**src/source/hmac_param_pkg.sv**
```systemverilog
package hmac_param_pkg;

  // --------------------------------------------------
  // data path sizes
  // --------------------------------------------------
  localparam int data_width = 32;
  localparam int block_size = 1024;
  localparam int key_size   = 512;
  localparam int tag_size   = 512;
  localparam int seed_size  = 384;

  localparam int block_dwords = block_size / data_width;
  localparam int key_dwords   = key_size / data_width;
  localparam int tag_dwords   = tag_size / data_width;
  localparam int seed_dwords  = seed_size / data_width;

  // mode bit values
  localparam logic mode_384 = 1'b0;
  localparam logic mode_512 = 1'b1;

  // tag and key words that carry data in 384 mode
  localparam int dwords_384 = 12;

  typedef logic [data_width-1:0] dword_t;

  // word 0 of each array sits in the top bits
  typedef struct packed {
    logic                  init;
    logic                  next;
    logic                  mode;
    logic                  zeroize;
    logic [seed_size-1:0]  seed;
    logic [key_size-1:0]   key;
    logic [block_size-1:0] block;
  } core_req_t;

  typedef struct packed {
    logic                ready;
    logic                tag_valid;
    logic [tag_size-1:0] tag;
  } core_rsp_t;

endpackage

```
**src/source/hmac_tag_capture.sv**
```systemverilog
`timescale 1ns/1ps

module hmac_tag_capture
  import hmac_param_pkg::*;
(
  input  logic      clk,
  input  logic      reset_n,
  input  logic      zeroize,
  input  logic      mode,
  input  core_rsp_t core_rsp,
  output dword_t    tag_words [tag_dwords],
  output logic      valid,
  output logic      ready_q,
  output logic      cmd_done
);

  logic tag_valid_q;

  // rising edge of tag_valid ends a command
  assign cmd_done = core_rsp.tag_valid & ~tag_valid_q;

  // edge detector keeps tracking the core through zeroize
  always_ff @(posedge clk or negedge reset_n) begin
    if (!reset_n) begin
      tag_valid_q <= 1'b0;
    end else begin
      tag_valid_q <= core_rsp.tag_valid;
    end
  end

  // --------------------------------------------------
  // status flags
  // --------------------------------------------------
  // valid sets on the edge and holds while the core keeps tag_valid
  always_ff @(posedge clk or negedge reset_n) begin
    if (!reset_n) begin
      ready_q <= 1'b0;
      valid   <= 1'b0;
    end else if (zeroize) begin
      ready_q <= 1'b0;
      valid   <= 1'b0;
    end else begin
      ready_q <= core_rsp.ready;
      valid   <= core_rsp.tag_valid & (valid | cmd_done);
    end
  end

  // --------------------------------------------------
  // tag words
  // --------------------------------------------------
  always_ff @(posedge clk or negedge reset_n) begin
    if (!reset_n) begin
      for (int i = 0; i < tag_dwords; i++) begin
        tag_words[i] <= '0;
      end
    end else if (zeroize) begin
      for (int i = 0; i < tag_dwords; i++) begin
        tag_words[i] <= '0;
      end
    end else if (cmd_done) begin
      for (int i = 0; i < tag_dwords; i++) begin
        // only 12 words carry a 384 tag
        if (mode != mode_512 && i >= dwords_384) begin
          tag_words[i] <= '0;
        end else begin
          tag_words[i] <= core_rsp.tag[tag_size-1-i*data_width -: data_width];
        end
      end
    end
  end

endmodule

```
**config.mk**
```make
export PLATFORM = sky130hd
export DESIGN_NAME = hmac_tag_capture
export DESIGN_NICKNAME = d
export VERILOG_FILES = /design/src/source/hmac_param_pkg.sv /design/src/source/hmac_tag_capture.sv
export SDC_FILE = /design/constraint.sdc
export NUM_CORES = 1
export LEC_CHECK = 0
export BUFFER_PORTS_ARGS = -buffer_cell sky130_fd_sc_hd__buf_2
export CORE_AREA = 2 2 407 409
export DETAILED_ROUTE_END_ITERATION = 7
export DIE_AREA = 0 0 409 411
export GPL_TIMING_DRIVEN = 1
export PLACE_DENSITY = 0.32
export SYNTH_ARGS = -nofsm -noshare
export SYNTH_HDL_FRONTEND = slang
export SYNTH_SLANG_ARGS = --single-unit
```
**constraint.sdc**
```tcl
create_clock -name clk -period 2.05 [get_ports clk]
set_input_delay 0.205 -clock clk [delete_from_list [all_inputs] [get_ports clk]]
set_output_delay 0.205 -clock clk [all_outputs]
set_load 0.1 [all_outputs]
```
==> reports/metrics.yaml, run 1 <==
run_status:
  outcome: "finished, final reports clean"
global_routing:
  grt_overflow: 0
  track_usage_pct: 13.2
  grt_pass1_wl_um: 164000
  grt_pass1_vias: 23000
  grt_start_max_net_pins: 115
  antenna_found_initial: 19
run:
  maxCapViolations: 0
placement:
  gp_congestion: 0.853
  dp_hpwl_um: 86700
  dp_slack_ps: 417
  place_inst: 5396
  portBuffers: 1032
die:
  rows: 149
  top_level_ports: 1033
  die_w_um: 409
  start_util_pct: 12.5
  core_mm2: 0.164
  die_h_um: 411
  die_area_mm2: 0.168
setup_path:
  worstSetupStartpointType: "register"
  crit_required_ps: 2610
  rrSetupSlack_ps: 120
  end_kind: "register"
  critPathArrivalTime_ps: 2490
  reg2reg_from: "tag_valid_q"
  rr_endpoint: "tag_words[313]"
  crit_fanout: 33
  path_class: "reg -> reg"
  rr_worst_depth: 7
drt:
  wire_per_inst_um: 19.2
  drt-initial-drc-count: 1501
  drc: 0
  vias_per_cell: 3.65
  antenna_left: 0
  drt_pass1_iterations: 5
  num_vias: 22200
  routed_wl_um: 117000
timing:
  fin_crit_sh_pct: 94.2
  setup_ws_ps: 119
  maxSlewViolCount: 0
  timing.slew.headroom_pct: 52.5
  fin_tns_setup_ps: 0
  grt_setup_unrepaired: "yes"
  period_needed_ps: 1930
  worst_pin_slew_ps: 712
  setup_viol: 0
  whs_ps: 131
  fin_skew_ps: 16.2
  finalHoldViolations: 0
  achievable-frequency_ghz: 0.518
finish:
  fin_nets: 4327
  layout_common_cells: "1028 x buf_2, 896 x nand2_1, 526 x dlygate4sd3_1"
  final_core_util_pct: 22.3
  final_common_cell: "buf_2"
  stdcell_count: 6062
  drive_gt1_share_pct: 32.7
  area_growth_pct: 78.5
clock_tree:
  htreeDepth: 3
  cts_tree: "yes"
  path_clk_slew_ps: 60
  clockBufferDepth: 3
  clock_sinks: 515
  cts-root-buf: "clkbuf_16"
  clk_latency_ps: 650
  numCtsBuffers: 71
synthesis:
  synth_cell_types: 13
  synthCells: 2240
  synth-seq-area-share_pct: 63.0
  yosysWarnings: 0
  synth.net_count: 2758
  ys_ff_latch: 515
  syn_area_per_cell_um2: 9.13
  syn_area_mm2: 0.0204
pwr:
  p_leak_nw: 17.6
  peakVddDrop_mv: 0.510
  pwr_density_cell_mw_per_mm2: 840
min_path:
  worstHoldPathType: "in -> async"
logic make-up (layout without fill, tap and decap cells):
| group | count (synthesis) | in the layout | share of synthesized area, % |
|---|---|---|---|
| AO/OA/AOI/OAI | 512 | 512 | 12.5 |
| buffers and inverters | 185 | 1806 | 4.69 |
| flip-flops | 515 | 515 | 63.0 |
| other | 0 | 12 | 0 |
| AND/OR/NAND/NOR | 1028 | 1028 | 19.7 |
how the worst max path moves through the flow:
| stage | start | endpoint | slack [ps] | cells past startpoint |
|---|---|---|---|---|
| 3_5_place_dp | tag_valid_q | tag_words[264] | 420 | 6 |
| 4_1_cts | tag_valid_q | tag_words[26] | 20 | 6 |
| 6_report | tag_valid_q | tag_words[313] | 120 | 7 |
| 2_1_floorplan | tag_valid_q | tag_words[490] | 620 | 7 |
| 5_1_grt | tag_valid_q | tag_words[345] | -20 | 7 |
| 3_3_place_gp | tag_valid_q | tag_words[264] | 430 | 6 |
layer usage:
metal,part of all wire [%],vias up,GRT usage (%)
met5,0.063,-,0
met4,3.7,12,5.52
met3,6.4,180,3.54
met2,48,702,21.7
met1,42,10800,16.4
li1,-,10500,-
area by class of cell:
cell class | count | area (µm²)
fillers | 18300 | 127000
flip-flops and latches | 515 | 12900
repair buffers | 1679 | 11800
multi-input cells | 1540 | 6600
well taps | 2189 | 2740
clock buffers | 105 | 2090
clock inverters | 20 | 310
inverters | 1 | 30.0
diodes | 12 | 30.0
repair inverters | 1 | 16.3
registers in the layout, summed over array words and instances, names as in the netlist:
register / count
tag_words: 512
tag_valid_q: 1
ready_q: 1
valid: 1
Yosys cell counts (all sizes together):
cell      n  area share (%)
a21oi   512              13
buf     130             3.7
clkbuf   54            0.99
dfrtp   515              63
inv       1           0.043
nand2   896              16
nand2b    1           0.067
nand3   128             3.1
nor2b     2           0.061
nor3b     1           0.037
through the flow:
step	power, mW	area (µm²)
final	30.7	36500
after CTS	31.3	36400
after detailed placement	17.0	28700
after global placement	17.0	28700
after global routing	32.0	36500
after floorplan	15.0	20400
power breakdown:
group	internal (mW)	leakage [nW]	total [mW]	switching [mW]
registers	10.6	7.01	10.8	0.241
logic	1.79	9.39	6.83	5.05
clock network	7.83	1.17	13.0	5.18
total	20.2	17.6	30.7	10.5
critical path: stages (launching register included):
cell,delay [ps]
dfrtp_1,350
nand2b_4,200
buf_4,210
buf_4,210
buf_12,220
clkbuf_16,300
nand2_1,70
a21oi_1,140
what timing repair did:
action / 4_1_cts / 5_1_grt
hold buffers: 526 / 0
endpoints found under the setup margin: 1 / 43
pin swaps: 0 / 0
buffers inserted: 2 / 0
hold endpoints to repair: 703 / 0
gates cloned: 1 / 1
gates resized for setup: 0 / 4
Note: power is estimated with default switching activity, not from simulation.
==> run 2, diff against run 1 <==
Settings changed: GPL_ROUTABILITY_DRIVEN set to 0, RECOVER_POWER set to 25.
==> reports/metrics.yaml, run 2 (synthesized netlist as in run 1, its figures left out) <==
run_status:
  outcome: "finished with violations"
  violations: "max-capacitance violations, max-slew violations"
drt:
  vias_per_cell: 3.65
  wire_per_inst_um: 19.2
  drc: 0
  antenna_left: 0
  drt-initial-drc-count: 1504
  routed_wl_um: 117000
  num_vias: 22100
  drt_pass1_iterations: 5
finish:
  largest_register_ffs: 512
  drive_gt1_share_pct: 32.6
  final_core_util_pct: 22.2
  largest-register: "tag_words"
  stdcell_count: 6062
  area_growth_pct: 78.1
  layout_common_cells: "1030 x buf_2, 896 x nand2_1, 526 x dlygate4sd3_1"
  final_common_cell: "buf_2"
  fin_nets: 4327
timing:
  timing.slew.headroom_pct: -19.5
  setup_viol: 0
  maxSlewViolCount: 38
  fin_tns_setup_ps: 0
  period_needed_ps: 1930
  fin_crit_sh_pct: 94.2
  fin_skew_ps: 16.1
  finalHoldViolations: 0
  achievable-frequency_ghz: 0.518
  whs_ps: 331
  grt_setup_unrepaired: "yes"
  worst_pin_slew_ps: 1790
die:
  rows: 149
  die_h_um: 411
  die_area_mm2: 0.168
  core_mm2: 0.164
  top_level_ports: 1033
  die_w_um: 409
  start_util_pct: 12.5
global_routing:
  track_usage_pct: 13.2
  grt_start_max_net_pins: 115
  antenna_found_initial: 19
  grt_overflow: 0
  grt_pass1_vias: 23000
  grt_pass1_wl_um: 164000
pwr:
  swShare_pct: 34.1
  p_comb_share_pct: 22.3
  peakVddDrop_mv: 0.516
  p_sw_mw: 10.5
  power.share.clock_pct: 42.4
  p_int_mw: 20.2
  seqPwrFrac_pct: 35.3
  pwr_density_cell_mw_per_mm2: 841
  p_leak_nw: 17.5
  total_power_mw: 30.6
placement:
  portBuffers: 1032
  place_inst: 5396
  dp_hpwl_um: 86700
clock_tree:
  htreeDepth: 3
  cts-root-buf: "clkbuf_16"
  clock_sinks: 515
  clockBufferDepth: 3
  path_clk_slew_ps: 60
  clk_latency_ps: 650
  numCtsBuffers: 71
  cts_tree: "yes"
setup_path:
  crit_fanout: 33
  crit_required_ps: 2610
  critPathMaxStageDelay_ps: 350
  worstSetupStartpointType: "register"
  end_kind: "register"
  path_cells: "nand2b_4, buf_4, buf_4, buf_12, clkbuf_16, nand2_1, a21oi_1"
  cp_top_family: "buffers and inverters"
  crit_top_cell: "buf_4"
  worst_path_max_delay_cell: "dfrtp_1"
  critPathBufInv: 4
  critPathArrivalTime_ps: 2490
  path_class: "reg -> reg"
min_path:
  worstHoldPathType: "in -> reg"
run:
  maxCapViolations: 1
==> run 2: what timing repair did <==
item                                    in CTS  in global routing
hold buffers                               526                  0
gates cloned                                 1                  1
gates resized for setup                      0                  4
buffers inserted                             2                  0
endpoints found under the setup margin       1                 43
hold endpoints to repair                   703                  0
==> run 2: routing by layer <==
layer | up-vias | wire, µm | global-route usage [%] | share of wire, %
li1 | 10500 | - | - | -
met1 | 10800 | 49200 | 16.4 | 42
met2 | 715 | 55600 | 21.7 | 48
met3 | 184 | 7290 | 3.54 | 6.3
met4 | 12 | 4390 | 5.52 | 3.8
met5 | - | 73 | 0 | 0.063
==> run 2: area by class of cell <==
cell class	instances	area [µm²]
fill	18300	127000
sequential	515	12900
timing repair buffer	1679	11700
multi-input combinational	1540	6600
tap	2189	2740
clock buffer	105	2090
clock inverter	20	310
inverter	1	30.0
antenna	12	30.0
timing repair inverter	1	16.3
==> run 2: worst reg2reg max path: stages, from the launching register on <==
cell       delay (ps)
dfrtp_1           350
nand2b_4          200
buf_4             210
buf_4             210
buf_12            230
clkbuf_16         440
nand2_1            80
a21oi_1           130
==> run 2: worst paths after layout <==
path                            slack (ps)          start             end  cells after the start
worst max-delay path                   120    tag_valid_q  tag_words[261]                      7
worst min-delay path                   330  core_rsp[258]  tag_words[258]                      4
worst max register to register         120    tag_valid_q  tag_words[261]                      7
worst min register to register         510   tag_words[8]    tag_words[8]                      2
max in group asynchronous              170        reset_n  tag_words[481]                      3
min in group asynchronous              580        reset_n   tag_words[63]                      2
==> run 2: power by group through the flow <==
stage          clock network (mW)  logic (mW)  registers (mW)
2_1_floorplan                   0       0.979            14.0
3_3_place_gp                    0        6.05            11.0
3_5_place_dp                    0        6.04            11.0
4_1_cts                      13.5        6.91            10.8
5_1_grt                      13.9        7.17            10.9
6_report                     13.0        6.82            10.8
==> run 2: metrics by stage <==
step / setup WS (ps) / instance area, µm²
finish: 119 / 36400
global route: -20.2 / 36400
floorplan: 621 / 20400
detailed placement: 417 / 28700
CTS: 20.9 / 36400
global placement: 435 / 28700
